File: src/mbox_pkg.sv
// ----------------------------------------
// mailbox shared definitions
// register indices, word and field types,
// fixed read-back values for both ports
// ----------------------------------------

package mbox_pkg;

  // ----------------------------------------
  // basic widths
  // ----------------------------------------
  typedef logic [31:0] data_t;     // one mailbox / register word
  typedef logic [3:0]  reg_addr_t; // word index inside a port window

  // register map of one port window, 10..15 unmapped
  typedef enum reg_addr_t {
    MBOXW  = 4'd0, // push into the outgoing FIFO
    MBOXR  = 4'd1, // pop from the incoming FIFO
    STATUS = 4'd2, // live FIFO flags and threshold compares
    ERROR  = 4'd3, // sticky mailbox errors, cleared on read
    WIRQT  = 4'd4, // write usage threshold
    RIRQT  = 4'd5, // read usage threshold
    IRQS   = 4'd6, // sticky irq status, write ones to clear
    IRQEN  = 4'd7, // irq enable mask
    IRQP   = 4'd8, // pending = status & enable
    CTRL   = 9     // flush pulses, reads back zero
  } reg_e;

  // ----------------------------------------
  // register field layouts
  // ----------------------------------------
  // [0] read FIFO empty, [1] write FIFO full
  // [2] write usage > WIRQT, [3] read usage > RIRQT
  typedef logic [3:0] status_t;

  // [0] read from empty mailbox, [1] write to full mailbox
  typedef logic [1:0] err_t;

  // [0] write threshold, [1] read threshold, [2] error
  typedef logic [2:0] irq_bits_t;

  // ----------------------------------------
  // fixed read-back words
  // ----------------------------------------
  localparam data_t MBOXW_READ_VALUE = 32'hFEED_C0DE; // MBOXW is write only
  localparam data_t EMPTY_READ_VALUE = 32'hFEED_DEAD; // MBOXR with nothing queued

endpackage

File: src/mbox_fifo.sv
// ----------------------------------------
// mailbox FIFO, one direction
// registered storage, head word shown
// combinationally, usage count incl. full
// ----------------------------------------

module mbox_fifo #(
  parameter int unsigned MAILBOX_DEPTH = 4
) (
  input  logic                        clk_i,
  input  logic                        reset_i,
  input  logic                        push_i,   // from the writing port
  input  logic                        pop_i,    // from the reading port
  input  logic                        flush_i,  // either side may flush
  input  mbox_pkg::data_t             wdata_i,
  output mbox_pkg::data_t             rdata_o,  // head of queue
  output logic                        full_o,
  output logic                        empty_o,
  output logic [$clog2(MAILBOX_DEPTH):0] usage_o  // 0 .. MAILBOX_DEPTH
);

  localparam int unsigned PTR_W   = $clog2(MAILBOX_DEPTH);
  localparam int unsigned USAGE_W = PTR_W + 1; // extra msb so a full buffer is countable

  typedef logic [PTR_W-1:0]   ptr_t;
  typedef logic [USAGE_W-1:0] usage_t;

  mbox_pkg::data_t mem_q [MAILBOX_DEPTH]; // storage
  ptr_t            wr_ptr_q, rd_ptr_q;
  usage_t          count_q;
  logic            do_push, do_pop;

  // ----------------------------------------
  // flags and qualified strobes
  // ----------------------------------------
  assign full_o  = (count_q == usage_t'(MAILBOX_DEPTH));
  assign empty_o = (count_q == '0);
  assign usage_o = count_q;
  assign rdata_o = mem_q[rd_ptr_q]; // non fall-through, data only once stored

  assign do_push = push_i && (!full_o || pop_i); // a pop frees the slot this cycle
  assign do_pop  = pop_i && !empty_o;

  // storage write, wraps at any depth
  always_ff @(posedge clk_i) begin
    if (do_push && !flush_i) begin
      mem_q[wr_ptr_q] <= wdata_i;
    end
  end

  // pointers and count
  always_ff @(posedge clk_i) begin
    if (reset_i || flush_i) begin      // flush beats any push or pop
      wr_ptr_q <= '0;
      rd_ptr_q <= '0;
      count_q  <= '0;
    end else begin
      if (do_push) begin
        wr_ptr_q <= (wr_ptr_q == ptr_t'(MAILBOX_DEPTH - 1)) ? '0 : wr_ptr_q + ptr_t'(1);
      end
      if (do_pop) begin
        rd_ptr_q <= (rd_ptr_q == ptr_t'(MAILBOX_DEPTH - 1)) ? '0 : rd_ptr_q + ptr_t'(1);
      end
      case ({do_push, do_pop})
        2'b10:   count_q <= count_q + usage_t'(1);
        2'b01:   count_q <= count_q - usage_t'(1);
        default: count_q <= count_q; // both or none, level unchanged
      endcase
    end
  end

  // ----------------------------------------
  // checks on the port side handshake
  // ----------------------------------------
  // the port must never push into a full mailbox unless the other port pops
  a_no_push_full : assert property (@(posedge clk_i) disable iff (reset_i)
    !(push_i && full_o && !pop_i));

  // the reading port only pops when data was reported available
  a_no_pop_empty : assert property (@(posedge clk_i) disable iff (reset_i)
    !(pop_i && empty_o));

endmodule

File: src/mbox_irq_ctrl.sv
// ----------------------------------------
// mailbox interrupt control, one port
// usage thresholds, sticky irq status,
// enable mask and the level irq output
// ----------------------------------------

module mbox_irq_ctrl #(
  parameter int unsigned MAILBOX_DEPTH = 4
) (
  input  logic                           clk_i,
  input  logic                           reset_i,
  // decoded register writes from the port
  input  logic                           wirqt_we_i,
  input  logic                           rirqt_we_i,
  input  logic                           irqs_we_i,
  input  logic                           irqen_we_i,
  input  mbox_pkg::data_t                wdata_i,
  // FIFO levels
  input  logic [$clog2(MAILBOX_DEPTH):0] w_usage_i,
  input  logic [$clog2(MAILBOX_DEPTH):0] r_usage_i,
  input  logic                           err_event_i, // failed mailbox access
  // read-back values
  output mbox_pkg::data_t                wirqt_o,
  output mbox_pkg::data_t                rirqt_o,
  output mbox_pkg::irq_bits_t            irqs_o,
  output mbox_pkg::irq_bits_t            irqen_o,
  output mbox_pkg::irq_bits_t            irqp_o,
  output logic [1:0]                     thr_o,       // status bits 3:2
  output logic                           irq_o
);

  mbox_pkg::data_t     wirqt_q, rirqt_q;
  mbox_pkg::irq_bits_t irqs_q, irqen_q;
  mbox_pkg::irq_bits_t irqs_set, irqs_clr;

  // limit a threshold so the compare can still fire on a full FIFO
  function automatic mbox_pkg::data_t clamp_thr(input mbox_pkg::data_t val);
    if (val >= mbox_pkg::data_t'(MAILBOX_DEPTH)) begin
      return mbox_pkg::data_t'(MAILBOX_DEPTH - 1);
    end
    return val;
  endfunction

  // ----------------------------------------
  // threshold registers
  // ----------------------------------------
  always_ff @(posedge clk_i) begin
    if (reset_i) begin
      wirqt_q <= '0;
      rirqt_q <= '0;
    end else begin
      if (wirqt_we_i) wirqt_q <= clamp_thr(wdata_i);
      if (rirqt_we_i) rirqt_q <= clamp_thr(wdata_i);
    end
  end

  // strictly above, usage zero-extended to word width
  assign thr_o[0] = mbox_pkg::data_t'(w_usage_i) > wirqt_q; // write side
  assign thr_o[1] = mbox_pkg::data_t'(r_usage_i) > rirqt_q; // read side

  // ----------------------------------------
  // sticky status and enable
  // ----------------------------------------
  assign irqs_set = {err_event_i, thr_o};
  assign irqs_clr = irqs_we_i ? wdata_i[2:0] : '0; // write ones to clear

  always_ff @(posedge clk_i) begin
    if (reset_i) begin
      irqs_q  <= '0;
      irqen_q <= '0;
    end else begin
      irqs_q <= (irqs_q & ~irqs_clr) | irqs_set; // a live cause wins over the clear
      if (irqen_we_i) begin
        irqen_q <= wdata_i[2:0];
      end
    end
  end

  assign irqp_o  = irqs_q & irqen_q;
  assign irq_o   = |irqp_o; // level, active high
  assign irqs_o  = irqs_q;
  assign irqen_o = irqen_q;
  assign wirqt_o = wirqt_q;
  assign rirqt_o = rirqt_q;

endmodule

File: src/mbox_port.sv
// ----------------------------------------
// mailbox host port
// register decode, error register, FIFO
// strobes and a one-cycle registered reply
// ----------------------------------------

module mbox_port #(
  parameter int unsigned MAILBOX_DEPTH = 4
) (
  input  logic                           clk_i,
  input  logic                           reset_i,
  // host request, single cycle strobe
  input  logic                           req_i,
  input  logic                           we_i,
  input  mbox_pkg::reg_addr_t            addr_i,
  input  mbox_pkg::data_t                wdata_i,
  // host reply, one cycle after the strobe
  output logic                           ack_o,
  output mbox_pkg::data_t                rdata_o,
  output logic                           err_o,
  output logic                           irq_o,
  // outgoing FIFO
  output logic                           w_push_o,
  output logic                           w_flush_o,
  output mbox_pkg::data_t                w_data_o,
  input  logic                           w_full_i,
  input  logic [$clog2(MAILBOX_DEPTH):0] w_usage_i,
  // incoming FIFO
  output logic                           r_pop_o,
  output logic                           r_flush_o,
  input  mbox_pkg::data_t                r_data_i,
  input  logic                           r_empty_i,
  input  logic [$clog2(MAILBOX_DEPTH):0] r_usage_i
);

  mbox_pkg::reg_e      reg_sel;
  mbox_pkg::status_t   status;
  mbox_pkg::err_t      error_q, err_set;
  logic                err_clr;
  mbox_pkg::data_t     rdata_d, rdata_q;
  logic                err_d, err_q, ack_q;
  logic                wirqt_we, rirqt_we, irqs_we, irqen_we;
  mbox_pkg::data_t     wirqt, rirqt;
  mbox_pkg::irq_bits_t irqs, irqen, irqp;
  logic [1:0]          thr;

  assign reg_sel  = mbox_pkg::reg_e'(addr_i);
  assign w_data_o = wdata_i;                       // full word, no strobes
  assign status   = {thr, w_full_i, r_empty_i};    // live, not registered

  // ----------------------------------------
  // request decode
  // ----------------------------------------
  always_comb begin
    rdata_d   = '0;    // writes and unmapped reads answer zero
    err_d     = 1'b0;
    err_set   = '0;
    err_clr   = 1'b0;
    w_push_o  = 1'b0;
    w_flush_o = 1'b0;
    r_pop_o   = 1'b0;
    r_flush_o = 1'b0;
    wirqt_we  = 1'b0;
    rirqt_we  = 1'b0;
    irqs_we   = 1'b0;
    irqen_we  = 1'b0;
    if (req_i && we_i) begin
      case (reg_sel)
        mbox_pkg::MBOXW: begin
          if (!w_full_i) begin
            w_push_o = 1'b1;
          end else begin           // mailbox full, word dropped
            err_d      = 1'b1;
            err_set[1] = 1'b1;
          end
        end
        mbox_pkg::WIRQT: wirqt_we = 1'b1;
        mbox_pkg::RIRQT: rirqt_we = 1'b1;
        mbox_pkg::IRQS:  irqs_we  = 1'b1;
        mbox_pkg::IRQEN: irqen_we = 1'b1;
        mbox_pkg::CTRL: begin
          w_flush_o = wdata_i[0];  // flush outgoing
          r_flush_o = wdata_i[1];  // flush incoming
        end
        default: err_d = 1'b1;     // read-only or unmapped
      endcase
    end else if (req_i) begin
      case (reg_sel)
        mbox_pkg::MBOXW: rdata_d = mbox_pkg::MBOXW_READ_VALUE;
        mbox_pkg::MBOXR: begin
          if (!r_empty_i) begin
            rdata_d = r_data_i;
            r_pop_o = 1'b1;
          end else begin
            rdata_d    = mbox_pkg::EMPTY_READ_VALUE;
            err_d      = 1'b1;
            err_set[0] = 1'b1;
          end
        end
        mbox_pkg::STATUS: rdata_d = mbox_pkg::data_t'(status);
        mbox_pkg::ERROR: begin
          rdata_d = mbox_pkg::data_t'(error_q);
          err_clr = 1'b1;          // read clears
        end
        mbox_pkg::WIRQT: rdata_d = wirqt;
        mbox_pkg::RIRQT: rdata_d = rirqt;
        mbox_pkg::IRQS:  rdata_d = mbox_pkg::data_t'(irqs);
        mbox_pkg::IRQEN: rdata_d = mbox_pkg::data_t'(irqen);
        mbox_pkg::IRQP:  rdata_d = mbox_pkg::data_t'(irqp);
        mbox_pkg::CTRL:  rdata_d = '0; // flush bits are pulses
        default:         err_d   = 1'b1;
      endcase
    end
  end

  // ----------------------------------------
  // error register and reply
  // ----------------------------------------
  always_ff @(posedge clk_i) begin
    if (reset_i) begin
      error_q <= '0;
      err_q   <= 1'b0;
      ack_q   <= 1'b0;
    end else begin
      error_q <= (err_clr ? '0 : error_q) | err_set; // new failure survives the clear
      err_q   <= err_d;
      ack_q   <= req_i;
    end
  end

  always_ff @(posedge clk_i) begin
    rdata_q <= rdata_d; // reply word for the ack cycle
  end

  assign ack_o   = ack_q;
  assign err_o   = err_q;
  assign rdata_o = rdata_q;

  mbox_irq_ctrl #(
    .MAILBOX_DEPTH ( MAILBOX_DEPTH )
  ) irq_ctrl (
    .clk_i       ( clk_i      ),
    .reset_i     ( reset_i    ),
    .wirqt_we_i  ( wirqt_we   ),
    .rirqt_we_i  ( rirqt_we   ),
    .irqs_we_i   ( irqs_we    ),
    .irqen_we_i  ( irqen_we   ),
    .wdata_i     ( wdata_i    ),
    .w_usage_i   ( w_usage_i  ),
    .r_usage_i   ( r_usage_i  ),
    .err_event_i ( |err_set   ), // only failed mailbox accesses raise the irq
    .wirqt_o     ( wirqt      ),
    .rirqt_o     ( rirqt      ),
    .irqs_o      ( irqs       ),
    .irqen_o     ( irqen      ),
    .irqp_o      ( irqp       ),
    .thr_o       ( thr        ),
    .irq_o       ( irq_o      )
  );

  // flags and levels of both FIFOs must agree, so the crossing at the top is sound
  a_fifo_flags_agree : assert property (@(posedge clk_i) disable iff (reset_i)
    (r_empty_i == (r_usage_i == '0)) && (w_full_i == (w_usage_i == MAILBOX_DEPTH)));

endmodule

File: src/mbox_top.sv
// ----------------------------------------
// two-port mailbox top
// two host ports, two FIFOs crossed
// between them, one irq per port
// ----------------------------------------

module mbox_top #(
  parameter int unsigned MAILBOX_DEPTH = 4
) (
  input  logic                      clk_i,
  input  logic                      reset_i,
  input  logic                [1:0] req_i,   // index is the port
  input  logic                [1:0] we_i,
  input  mbox_pkg::reg_addr_t [1:0] addr_i,
  input  mbox_pkg::data_t     [1:0] wdata_i,
  output logic                [1:0] ack_o,
  output mbox_pkg::data_t     [1:0] rdata_o,
  output logic                [1:0] err_o,
  output logic                [1:0] irq_o    // level, active high
);

  localparam int unsigned USAGE_W = $clog2(MAILBOX_DEPTH) + 1;

  // index is the port
  logic            [1:0] w_push, w_flush, r_pop, r_flush;
  mbox_pkg::data_t [1:0] w_data;
  // index is the FIFO, 0 = port 0 to port 1, 1 = port 1 to port 0
  logic               [1:0] fifo_full, fifo_empty;
  mbox_pkg::data_t    [1:0] fifo_rdata;
  logic [USAGE_W-1:0]       fifo_usage [2];

  // ----------------------------------------
  // host ports, each writes its own FIFO
  // and reads the other one
  // ----------------------------------------
  mbox_port #(
    .MAILBOX_DEPTH ( MAILBOX_DEPTH )
  ) port_0 (
    .clk_i     ( clk_i         ),
    .reset_i   ( reset_i       ),
    .req_i     ( req_i[0]      ),
    .we_i      ( we_i[0]       ),
    .addr_i    ( addr_i[0]     ),
    .wdata_i   ( wdata_i[0]    ),
    .ack_o     ( ack_o[0]      ),
    .rdata_o   ( rdata_o[0]    ),
    .err_o     ( err_o[0]      ),
    .irq_o     ( irq_o[0]      ),
    .w_push_o  ( w_push[0]     ),
    .w_flush_o ( w_flush[0]    ),
    .w_data_o  ( w_data[0]     ),
    .w_full_i  ( fifo_full[0]  ),
    .w_usage_i ( fifo_usage[0] ),
    .r_pop_o   ( r_pop[0]      ),
    .r_flush_o ( r_flush[0]    ),
    .r_data_i  ( fifo_rdata[1] ),
    .r_empty_i ( fifo_empty[1] ),
    .r_usage_i ( fifo_usage[1] )
  );

  mbox_port #(
    .MAILBOX_DEPTH ( MAILBOX_DEPTH )
  ) port_1 (
    .clk_i     ( clk_i         ),
    .reset_i   ( reset_i       ),
    .req_i     ( req_i[1]      ),
    .we_i      ( we_i[1]       ),
    .addr_i    ( addr_i[1]     ),
    .wdata_i   ( wdata_i[1]    ),
    .ack_o     ( ack_o[1]      ),
    .rdata_o   ( rdata_o[1]    ),
    .err_o     ( err_o[1]      ),
    .irq_o     ( irq_o[1]      ),
    .w_push_o  ( w_push[1]     ),
    .w_flush_o ( w_flush[1]    ),
    .w_data_o  ( w_data[1]     ),
    .w_full_i  ( fifo_full[1]  ),
    .w_usage_i ( fifo_usage[1] ),
    .r_pop_o   ( r_pop[1]      ),
    .r_flush_o ( r_flush[1]    ),
    .r_data_i  ( fifo_rdata[0] ),
    .r_empty_i ( fifo_empty[0] ),
    .r_usage_i ( fifo_usage[0] )
  );

  // ----------------------------------------
  // mailbox FIFOs, flushed from either end
  // ----------------------------------------
  mbox_fifo #(
    .MAILBOX_DEPTH ( MAILBOX_DEPTH )
  ) fifo_0to1 (
    .clk_i   ( clk_i                     ),
    .reset_i ( reset_i                   ),
    .push_i  ( w_push[0]                 ),
    .pop_i   ( r_pop[1]                  ),
    .flush_i ( w_flush[0] | r_flush[1]   ), // writer or reader side
    .wdata_i ( w_data[0]                 ),
    .rdata_o ( fifo_rdata[0]             ),
    .full_o  ( fifo_full[0]              ),
    .empty_o ( fifo_empty[0]             ),
    .usage_o ( fifo_usage[0]             )
  );

  mbox_fifo #(
    .MAILBOX_DEPTH ( MAILBOX_DEPTH )
  ) fifo_1to0 (
    .clk_i   ( clk_i                     ),
    .reset_i ( reset_i                   ),
    .push_i  ( w_push[1]                 ),
    .pop_i   ( r_pop[0]                  ),
    .flush_i ( w_flush[1] | r_flush[0]   ),
    .wdata_i ( w_data[1]                 ),
    .rdata_o ( fifo_rdata[1]             ),
    .full_o  ( fifo_full[1]              ),
    .empty_o ( fifo_empty[1]             ),
    .usage_o ( fifo_usage[1]             )
  );

endmodule

File: config.mk
export PLATFORM = sky130hd
export DESIGN_NAME = mbox_top
export DESIGN_NICKNAME = d
export VERILOG_FILES = /design/src/mbox_pkg.sv /design/src/mbox_fifo.sv /design/src/mbox_irq_ctrl.sv /design/src/mbox_port.sv /design/src/mbox_top.sv
export SDC_FILE = /design/constraint.sdc
export NUM_CORES = 1
export LEC_CHECK = 0
export BUFFER_PORTS_ARGS = -buffer_cell sky130_fd_sc_hd__buf_4
export CAP_MARGIN = 20
export CORE_UTILIZATION = 54
export DETAILED_ROUTE_END_ITERATION = 12
export GPL_ROUTABILITY_DRIVEN = 1
export PLACE_DENSITY = 0.86
export SYNTH_ARGS = -nofsm -noshare
export SYNTH_HDL_FRONTEND = slang
export SYNTH_SLANG_ARGS = --single-unit
File: constraint.sdc
create_clock -name clk_i -period 3.3 [get_ports clk_i]
set_clock_uncertainty 0.2 [all_clocks]
set_input_delay 0.165 -clock clk_i [delete_from_list [all_inputs] [get_ports clk_i]]
set_output_delay 0.165 -clock clk_i [all_outputs]
set_load 0.1 [all_outputs]
== Yosys cells after proc, flatten, opt, wreduce, memory -nomap -nowiden ==
Memories as Yosys holds them, arrays and structs flattened. A register that Yosys moved wholly into a read port is not among the register bits.
Index checks and enable logic that the tools add are counted.

* Flip-flop bits (word level): 226
* Memory bits (writable): 256
* Bits of input ports: 78
* Output and inout port bits: 70
* Logic and storage cells: 218
* Memories: 2

* Add/sub/neg operators: 8
* $lt $le $gt $ge: 6
* Equality and inequality tests: 28
* Multiplexer cells: 104
* Bitwise logic cells: 14
* Reductions and logical operators: 34

{| class="wikitable"
|+ Memories
! memory !! words !! bits a word !! read ports !! clocked after memory_dff !! write ports !! RTL line !! RTL
|-
| fifo_0to1.mem_q || 4 || 32 || 1 || 1 || 1 || mbox_fifo.sv:28 || <nowiki>mbox_pkg::data_t mem_q [MAILBOX_DEPTH];</nowiki>
|-
| fifo_1to0.mem_q || 4 || 32 || 1 || 1 || 1 || mbox_fifo.sv:28 ||
|}

{| class="wikitable"
|+ Operators with widths
! cell !! count
|-
| $pmux W32 S9 || 2
|-
| $mux W32 || 8
|-
| $gt A3 B32 Y1 || 4
|-
| $mux W1 || 76
|-
| $ge A32 B3 Y1 const B || 2
|-
| $eq A4 B3 Y1 const B || 8
|-
| $mux W2 || 10
|-
| $reduce_or A9 Y1 || 2
|-
| $eq A4 B2 Y1 const B || 4
|-
| $eq A4 B4 Y1 const B || 4
|-
| $and A3 B3 Y3 || 4
|-
| $eq A2 B2 Y1 const B || 6
|-
| $pmux W3 S2 || 2
|-
| $reduce_or A5 Y1 || 2
|-
| $add A2 B1 Y2 const B || 4
|-
| $eq A4 B1 Y1 const B || 2
|-
| $logic_and A1 B1 Y1 || 8
|-
| $logic_not A4 Y1 || 2
|-
| $pmux W1 S2 || 4
|-
| $reduce_or A2 Y1 || 4
|-
| $add A3 B1 Y3 const B || 2
|-
| $eq A3 B3 Y1 const B || 2
|-
| $logic_not A1 Y1 || 6
|-
| $logic_not A3 Y1 || 2
|-
| other kinds (11) || 24
|}

== Logic depth before layout (Yosys ltp) ==
Gate-level depths: netlist of the first run.

* Depth in word-level cells: 10
* Gate-level depth with buffers: 13
* Mapped depth without buffers: 11

== Hierarchy ==
From an unflattened synthesis of the first run, not the netlist that was laid out.

* Cell total of the unflattened synthesis: 1486
* Area, all modules: 19766.5 um^2

{| class="wikitable"
|+ By module, submodules not included
! module !! times used !! cells each !! area each (um^2) !! seq. area each (um^2)
|-
| mbox_fifo (fifo_0to1) || 1 || 222 || 5118.7 || 4023.9
|-
| mbox_fifo (fifo_1to0) || 1 || 222 || 5117.4 || 4023.9
|-
| mbox_irq_ctrl || 2 || 222 || 2366.0 || 1401.3
|-
| mbox_port (port_1) || 1 || 299 || 2399.8 || 720.7
|-
| mbox_port (port_0) || 1 || 297 || 2386.0 || 720.7
|-
| mbox_top || 1 || 2 || 12.5 || 0.0
|}

== Worst setup path before layout of the first run ==
No wires, ideal clock.

* Path type: input -> register
* Start point: input addr_i[0] (netlist bit)
* End point: memory fifo_0to1.mem_q[3][0] (netlist bit), enable pin
* Setup time: 421 ps
* Arrival time: 2777 ps
* Required time: 2679 ps
* Setup slack: -98 ps
* Stages: 6
* Buffers on the path: 2
* Path through: buf_2 > nor4_4 > or3b_1 > buf_2 > a221o_1 > nor2_1

* Cells in the longest elaborated chain, start to end: 8
* Elaborated cells on any way between the ends: 12
* Those cells by class: eq/ne (1); mux (6); bitwise (1); reduce/logical (4)

{| class="wikitable"
|+ RTL lines
! item !! RTL line !! RTL
|-
| from (decl) || mbox_top.sv:14 || <nowiki>input mbox_pkg::reg_addr_t [1:0] addr_i,</nowiki>
|-
| $eq A4 B4 Y1 || mbox_port.sv:68 || <nowiki>case (reg_sel)</nowiki>
|-
| $mux W1 || mbox_port.sv:68 ||
|-
| $mux W1 || mbox_port.sv:67 || <nowiki>if (req_i && we_i) begin</nowiki>
|-
| $or A1 B1 Y1 || mbox_top.sv:96 || <nowiki>.flush_i ( w_flush[0] | r_flush[1] ),</nowiki>
|-
| $logic_not A1 Y1 || mbox_fifo.sv:46 || <nowiki>if (do_push && !flush_i) begin</nowiki>
|-
| $logic_and A1 B1 Y1 * || mbox_fifo.sv:46 ||
|-
| $mux W1 * || mbox_fifo.sv:46 ||
|-
| $mux W1 (implied by the code) * || mbox_fifo.sv:47 || <nowiki>mem_q[wr_ptr_q] <= wdata_i;</nowiki>
|-
| to (decl) || mbox_fifo.sv:28 ||
|}

Every way passes the cells marked *; elsewhere a longest branch is shown, timed or not.

== Worst setup path in the final report of the first run ==
* Start point: register fifo_1to0.count_q[2] (netlist: fifo_1to0.usage_o[2])
* End point: memory fifo_1to0.mem_q[1][18] (netlist bit), enable pin

* Cells in the longest elaborated chain, start to end: 10
* Elaborated cells on any way between the ends: 15
* Those cells by class: eq/ne (1); mux (9); reduce/logical (5)

{| class="wikitable"
|+ RTL lines
! item !! RTL line !! RTL
|-
| from (decl) || mbox_fifo.sv:30 || <nowiki>usage_t count_q;</nowiki>
|-
| from (signal assigned) || mbox_fifo.sv:65 || <nowiki>2'b10: count_q <= count_q + usage_t'(1);</nowiki>
|-
| from (signal assigned) || mbox_fifo.sv:66 || <nowiki>2'b01: count_q <= count_q - usage_t'(1);</nowiki>
|-
| from (signal assigned) || mbox_fifo.sv:67 || <nowiki>default: count_q <= count_q;</nowiki>
|-
| $logic_not A3 Y1 || mbox_fifo.sv:37 || <nowiki>assign empty_o = (count_q == '0);</nowiki>
|-
| $mux W1 || mbox_port.sv:91 || <nowiki>if (!r_empty_i) begin</nowiki>
|-
| $mux W1 || mbox_port.sv:88 || <nowiki>case (reg_sel)</nowiki>
|-
| $mux W1 || mbox_port.sv:87 || <nowiki>end else if (req_i) begin</nowiki>
|-
| $mux W1 || mbox_port.sv:67 ||
|-
| $logic_or A1 B1 Y1 || mbox_fifo.sv:41 || <nowiki>assign do_push = push_i && (!full_o || pop_i);</nowiki>
|-
| $logic_and A1 B1 Y1 * || mbox_fifo.sv:41 ||
|-
| $logic_and A1 B1 Y1 * || mbox_fifo.sv:46 ||
|-
| $mux W1 * || mbox_fifo.sv:46 ||
|-
| $mux W1 (implied by the code) * || mbox_fifo.sv:47 ||
|-
| to (decl) || mbox_fifo.sv:28 ||
|}

Marks and branches as above.

==> results of run 1 <==
[sequential cells by signal (all words and copies together), names as in the netlist, 32 cells and up, named ones only]
name	cells
fifo_0to1.mem_q	128
fifo_1to0.mem_q	128
port_0.irq_ctrl.rirqt_o	32
port_0.irq_ctrl.wirqt_o	32
port_0.rdata_o	32
port_1.irq_ctrl.rirqt_o	32
port_1.irq_ctrl.wirqt_o	32
port_1.rdata_o	32
[cell usage in the layout, fill, tap and decap left out, drive strengths merged, types with 5 or more instances in the layout]
cell type / netlist / layout
mux4: 65 / 65
o21ai: 64 / 64
nand2: 50 / 50
a22oi: 12 / 12
a2111oi: 5 / 5
dlygate4sd3: 0 / 85
nor3: 31 / 31
a211oi: 8 / 8
clkinv: 0 / 15
nand4: 11 / 11
buf: 33 / 185
a31oi: 9 / 9
mux2i: 15 / 15
nor2b: 15 / 15
edfxtp: 256 / 256
a222oi: 11 / 11
ha: 24 / 24
nand2b: 8 / 8
inv: 36 / 41
and2: 116 / 116
a21oi: 67 / 67
nand3: 23 / 23
dfxtp: 230 / 230
nor2: 76 / 76
clkbuf: 48 / 57
nor4: 43 / 43
a221oi: 39 / 39
[cells by family (layout without fill, tap and decap cells)]
kind of cell             Yosys count  count (layout)  synth area share
buffers and inverters            117             391           0.02758
XOR/XNOR                           6               6          0.002846
adder cells (fa/ha/maj)           26              26           0.01843
other                              0               1                 0
AO/OA/AOI/OAI                    229             229           0.08029
AND/OR/NAND/NOR                  385             385            0.1166
flip-flops                       486             486            0.6656
multiplexers                      82              82           0.08862
[per-stage QoR]
step / instance area (µm²) / cells / worst slack [ps]
global placement: 20080 / 1883 / 634.9
detailed placement: 20080 / 1883 / 595.7
CTS: 22470 / 2053 / 540.8
finish: 22470 / 2054 / 497.7
global route: 22470 / 2054 / 425.8
floorplan: 18470 / 1331 / -97.61
[final timing paths]
kind                                     startpoint                                to  cells past startpoint
setup reg to reg  fifo_1to0.usage_o[2]$_SDFFE_PP0P_  fifo_1to0.mem_q[1][18]$_DFFE_PP_                      6
hold reg to reg        port_0.error_q[0]$_SDFF_PP0_      port_0.error_q[0]$_SDFF_PP0_                      2
hold / removal                           wdata_i[9]   fifo_0to1.mem_q[0][9]$_DFFE_PP_                      2
setup / recovery  fifo_1to0.usage_o[2]$_SDFFE_PP0P_  fifo_1to0.mem_q[1][18]$_DFFE_PP_                      6
[final cells by class]
cell class	instances	area [µm²]
Sequential cell	486	12290
Fill cell	2137	11140
Multi-Input combinational cell	728	5685
Timing Repair Buffer	270	2252
Clock buffer	57	1254
Tap cell	448	560.5
Clock inverter	28	290.3
Inverter	36	135.1
Antenna cell	1	2.502
[routing by layer]
layer	track usage	vias up
met5	0	-
met4	0.1141	0
met3	0.05403	134
met2	0.4545	785
met1	0.3738	6292
li1	-	5501
[timing repair]
item                                   4_1_cts  5_1_grt
hold buffers                                85        0
setup buffers                                0        0
endpoints found under the hold margin      311        0
[worst register-to-register path, delay by kind of cell, from the launching register on]
kind / cells / cell delay, ps
simple gates: 3 / 820
flops: 1 / 380
buf+inv: 2 / 600
compound gates: 1 / 420
[cells in the mapped netlist (36+ instances only)]
library cell,count,area (µm²)
dfxtp_1,230,4604
and2_1,116,725.7
clkbuf_1,48,180.2
nor2_1,76,285.3
a21oi_1,67,335.3
edfxtp_1,256,7687
o21ai_0,64,320.3
nor4_1,39,244.0
mux4_2,65,1464
nand2_1,49,183.9
inv_1,36,135.1
a221oi_1,39,341.6
[power groups by stage]
stage                     combinational, mW  clock [mW]  sequential (mW)
after detailed placement              0.447           0             6.52
after CTS                             0.532        5.41             6.39
after floorplan                       0.190           0             6.57
after global routing                  0.575        5.67             6.39
after global placement                0.437           0             6.52
final                                 0.549        5.38             6.39
==> metrics.csv, run 1 <==
stage,metric,value,unit
setup_path,cp_num_buf_inv,2,
power_and_ir_drop,powerDensity,548.2,nW/µm²
floorplanning,start_util,0.5493,
setup_path,path_max_fanout,32,
power_and_ir_drop,ir_worst_vdd,0.4569,mV
worst_hold_path,hold_class,in2reg,
outcome,outcome,"complete, no violations",
floorplanning,die-area,34940,µm²
clock_tree,cts_root_buf,clkbuf_16,
sta,worstMarginPinSlew,896.8,ps
route,drtIter0Drc,1547,
sta,hold_violations,0,
global_routing,grt_pass1_vias,12531,
global_routing,grt_max_degree,39,
sta,tns,0,ps
power_and_ir_drop,p_seq_frac,0.519,
clock_tree,post_cts_resized,0,
clock_tree,cts_tree,built,
setup_path,critPathTopFamily,simple AND/OR/NAND/NOR gates,
synth,netlist_area,18470,µm²
route,drc,0,
clock_tree,clk_latency,600,ps
setup_path,slowest_delay,510,ps
synth,ys_warn_count,0,
sta,rsz0062_at_grt,false,
synth,yosys.cell_types.count,51,
synth,seq_area_frac_synth,0.6656,
power_and_ir_drop,p_sw,2.685,mW
route,wl_met2,23.51,mm
cells_and_area,postLayoutCoreUtil,0.6686,
floorplanning,rows,67,
route,post_drt_wl_per_cell,23.76,µm
power_and_ir_drop,p_total,12.32,mW
setup_path,critPathSlowestCell,or3b_1,
clock_tree,numCtsBuffers,47,
clock_tree,clockBufferDepth,3,
global_routing,grt.overflow.total,0,
placement,dp_hpwl,29.60,mm
route,first_pass_iters,6,
job,maxCapViolations,0,
global_routing,grt_pass1_wl,74.70,mm
synth,synthCells,1331,
route,antenna_left,0,
sta,hold-worst-slack,124.9,ps
floorplanning,chipWidth,186.9,µm
clock_tree,cts.sinks,486,
sta,fmaxAchievable,356.9,MHz
floorplanning,core_area,33620,µm²
setup_path,endpoint_kind,register,
route,viasPerCell,6.189,
sta,fin_crit_sh,0.8492,
cells_and_area,drive_above_1_share,0.2187,
power_and_ir_drop,pwr-share-comb,0.045,
sta,period_minus_slack,2802,ps
placement,port_buffers,147,
setup_path,startpoint_type,register,
route,routed-via-count,12712,
cells_and_area,syn2layout_area_growth,21.70,%
power_and_ir_drop,swShare,0.2180,
sta,setup_violations,0,
placement,place_congestion,0.8921,
route,wl_met3,4.572,mm
synth,synth-edff-count,256,
sta,slew_violations,0,
synth,synth.avg_cell_area,13.87,µm²
synth,synthArstFlopShare,0,
power_and_ir_drop,clkPwrFrac,0.437,
clock_tree,h-tree-depth,2,
route,topRoutingLayerUsed,met4,
cells_and_area,fin_nets,1673,
setup_path,worstPathArrival,2810,ps
route,finalWirelength,48.81,mm
setup_path,criticalPathCategory,reg2reg,
power_and_ir_drop,p_int,9.635,mW
setup_path,path_cells,"nor3b_1, buf_4, or3b_1, a221o_1, nor2_2, buf_4",
synth,synth_seq_cells,486,
power_and_ir_drop,leakage,7.831,nW
floorplanning,pin_count,148,
floorplanning,die_h,186.9,µm
synth,synth_ff_type,edfxtp_1,
global_routing,grt_antenna_before_repair,2,
setup_path,r2r_slack,500,ps
setup_path,crit_required,3310,ps
setup_path,crit_path_frequent_cell,buf_4,
sta,relSlewSlack,0.3867,
synth,syn_nets,1435,
route,m1WireLength,18.91,mm
clock_tree,path_clk_slew,60,ps
global_routing,track_usage,0.2805,
Note: power is estimated with default switching activity, not from simulation.
==> run 2, diff against run 1 <==
==> constraint.sdc (replaced) <==
create_clock -name clk_i -period 2.4 [get_ports clk_i]
set_clock_uncertainty 0.2 [all_clocks]
set_input_delay 0.12 -clock clk_i [delete_from_list [all_inputs] [get_ports clk_i]]
set_output_delay 0.12 -clock clk_i [all_outputs]
set_load 0.1 [all_outputs]
==> run 2 against run 1 <==
The flow now finishes with violations (negative hold slack); sequential power rose by 37%; sequential share of layout area decreased by 1.8 points; power up 40%; design area is 3.5% higher.
==> metrics.csv, run 2 (synthesis gave the netlist of run 1 again) <==
stage,metric,value,unit
setup_path,startpoint_type,register,
global_routing,grt_max_degree,39,
sta,slew_violations,0,
setup_path,endpoint_kind,register,
clock_tree,numCtsBuffers,47,
cells_and_area,syn2layout_area_growth,25.93,%
job,maxCapViolations,0,
outcome,violations,negative hold slack,
floorplanning,pin_count,148,
clock_tree,clk_latency,570,ps
route,finalWirelength,51.54,mm
placement,port_buffers,147,
global_routing,track_usage,0.2904,
clock_tree,path_clk_slew,70,ps
global_routing,grt_pass1_vias,13251,
cells_and_area,layout_common_cells,"edfxtp_1, dfxtp_1, buf_4",
sta,hold-worst-slack,-5.686,ps
global_routing,grt.overflow.total,0,
placement,dpl.cell_count,1918,
route,viasPerCell,6.244,
cells_and_area,final_common_cell,edfxtp_1,
clock_tree,h-tree-depth,2,
floorplanning,core_area,33620,µm²
sta,period_minus_slack,2334,ps
cells_and_area,final_cells,2101,
setup_path,critPathSlowestCell,dfxtp_2,
floorplanning,die-area,34940,µm²
setup_path,r2r_slack,70,ps
outcome,outcome,"finished, violations left",
clock_tree,cts_root_buf,clkbuf_16,
clock_tree,cts.sinks,486,
route,routed-via-count,13118,
route,antenna_left,0,
floorplanning,start_util,0.5493,
global_routing,grt_antenna_before_repair,2,
floorplanning,die_h,186.9,µm
sta,tns,0,ps
placement,place_congestion,0.9527,
global_routing,grt_pass1_wl,78.03,mm
setup_path,crit_path_frequent_cell,nor2_1,
setup_path,slowest_delay,340,ps
sta,relSlewSlack,0.6053,
sta,fmaxAchievable,428.5,MHz
route,drtIter0Drc,1770,
cells_and_area,largest_registers,"fifo_0to1.mem_q (128), fifo_1to0.mem_q (128)",
placement,dp_hpwl,29.81,mm
setup_path,path_max_fanout,3,
clock_tree,clockBufferDepth,3,
setup_path,critPathTopFamily,simple AND/OR/NAND/NOR gates,
sta,setup_violations,0,
route,first_pass_iters,6,
clock_tree,cts_tree,built,
cells_and_area,drive_above_1_share,0.2452,
sta,fin_crit_sh,0.9724,
route,drc,0,
setup_path,crit_required,2650,ps
sta,hold_violations,1,
floorplanning,rows,67,
setup_path,path_cells,"buf_6, nor3_4, nor2b_4, nand2_2, inv_2, ha_2, inv_1, fa_2, xor2_1, nor2_1, xnor2_1, nor2_1",
floorplanning,chipWidth,186.9,µm
route,post_drt_wl_per_cell,24.53,µm
power_and_ir_drop,powerDensity,741.5,nW/µm²
setup_path,cp_num_buf_inv,3,
setup_path,criticalPathCategory,reg2reg,
setup_path,worstPathArrival,2590,ps
worst_hold_path,hold_class,in2reg,
cells_and_area,fin_nets,1718,
power_and_ir_drop,leakage,8.181,nW
power_and_ir_drop,ir_worst_vdd,0.6547,mV
sta,worstMarginPinSlew,587.5,ps
==> run 2: cell count changes in the layout (fill, tap and decap cells not counted), moves of 3 or more <==
cell and change:
buf_12 +20, buf_4 +14, clkbuf_8 +11, clkinv_2 -8, nor2_2 -8, nor2_4 +8
dlygate4sd3_1 +6, dfxtp_1 -5, dfxtp_2 +5, clkbuf_1 +4, buf_6 +3, nor3b_1 -3
==> run 2: repair_timing <==
| item | in CTS | in global routing |
|---|---|---|
| buffers inserted | 0 | 2 |
| gates resized for setup | 0 | 19 |
| hold endpoints to repair | 338 | 0 |
| hold buffers | 92 | 0 |
| setup endpoints to repair | 0 | 158 |
==> run 2: final cells by class <==
type	count	area (µm²)
repair buffers	315	2869
inverters	36	135.1
flip-flops and latches	486	12300
clock buffers	75	1478
fillers	1989	10360
multi-input cells	728	5779
diodes	1	2.502
clock inverters	12	130.1
well taps	448	560.5
==> run 2: stage by stage <==
stage	power [mW]	cell area, µm²	utilization	setup WS, ps
after floorplan	9.301	18580	-	-143.8
after global routing	17.59	23250	0.6918	-41.56
after global placement	9.592	20650	0.6142	-26.24
after CTS	17.18	23180	0.6895	1.596
after detailed placement	9.611	20650	0.6142	-69.90
final	17.24	23250	0.6918	66.17
==> run 2: metal layers <==
layer / GRT usage / vias to the layer above / share of wire
met5: 0 / - / 0
met3: 0.05666 / 180 / 0.090
li1: - / 5588 / -
met4: 0.1264 / 0 / 0.046
met1: 0.3765 / 6450 / 0.38
met2: 0.4779 / 900 / 0.49
==> run 2: where the power goes <==
part,internal [mW],switching [mW]
Clock,4.44,3.21
Combinational,0.311,0.495
Sequential,8.77,0.0173
==> run 2: tightest hold or removal path, cell delays in order <==
cell	delay, ps
dlymetal6s4s_1	190
buf_6	130
a21oi_1	60
o21ai_0	140
a21oi_1	80
==> run 2: path summary, 6_finish.rpt <==
kind,from,to,depth (start not counted)
hold reg to reg,port_0.irq_ctrl.rirqt_o[2]$_SDFFE_PP0P_,port_0.irq_ctrl.rirqt_o[2]$_SDFFE_PP0P_,2
setup / recovery,fifo_0to1.usage_o[2]$_SDFFE_PP0P_,fifo_0to1.usage_o[2]$_SDFFE_PP0P_,12
hold / removal,addr_i[4],port_1.err_o$_SDFF_PP0_,5
setup reg to reg,fifo_0to1.usage_o[2]$_SDFFE_PP0P_,fifo_0to1.usage_o[2]$_SDFFE_PP0P_,12
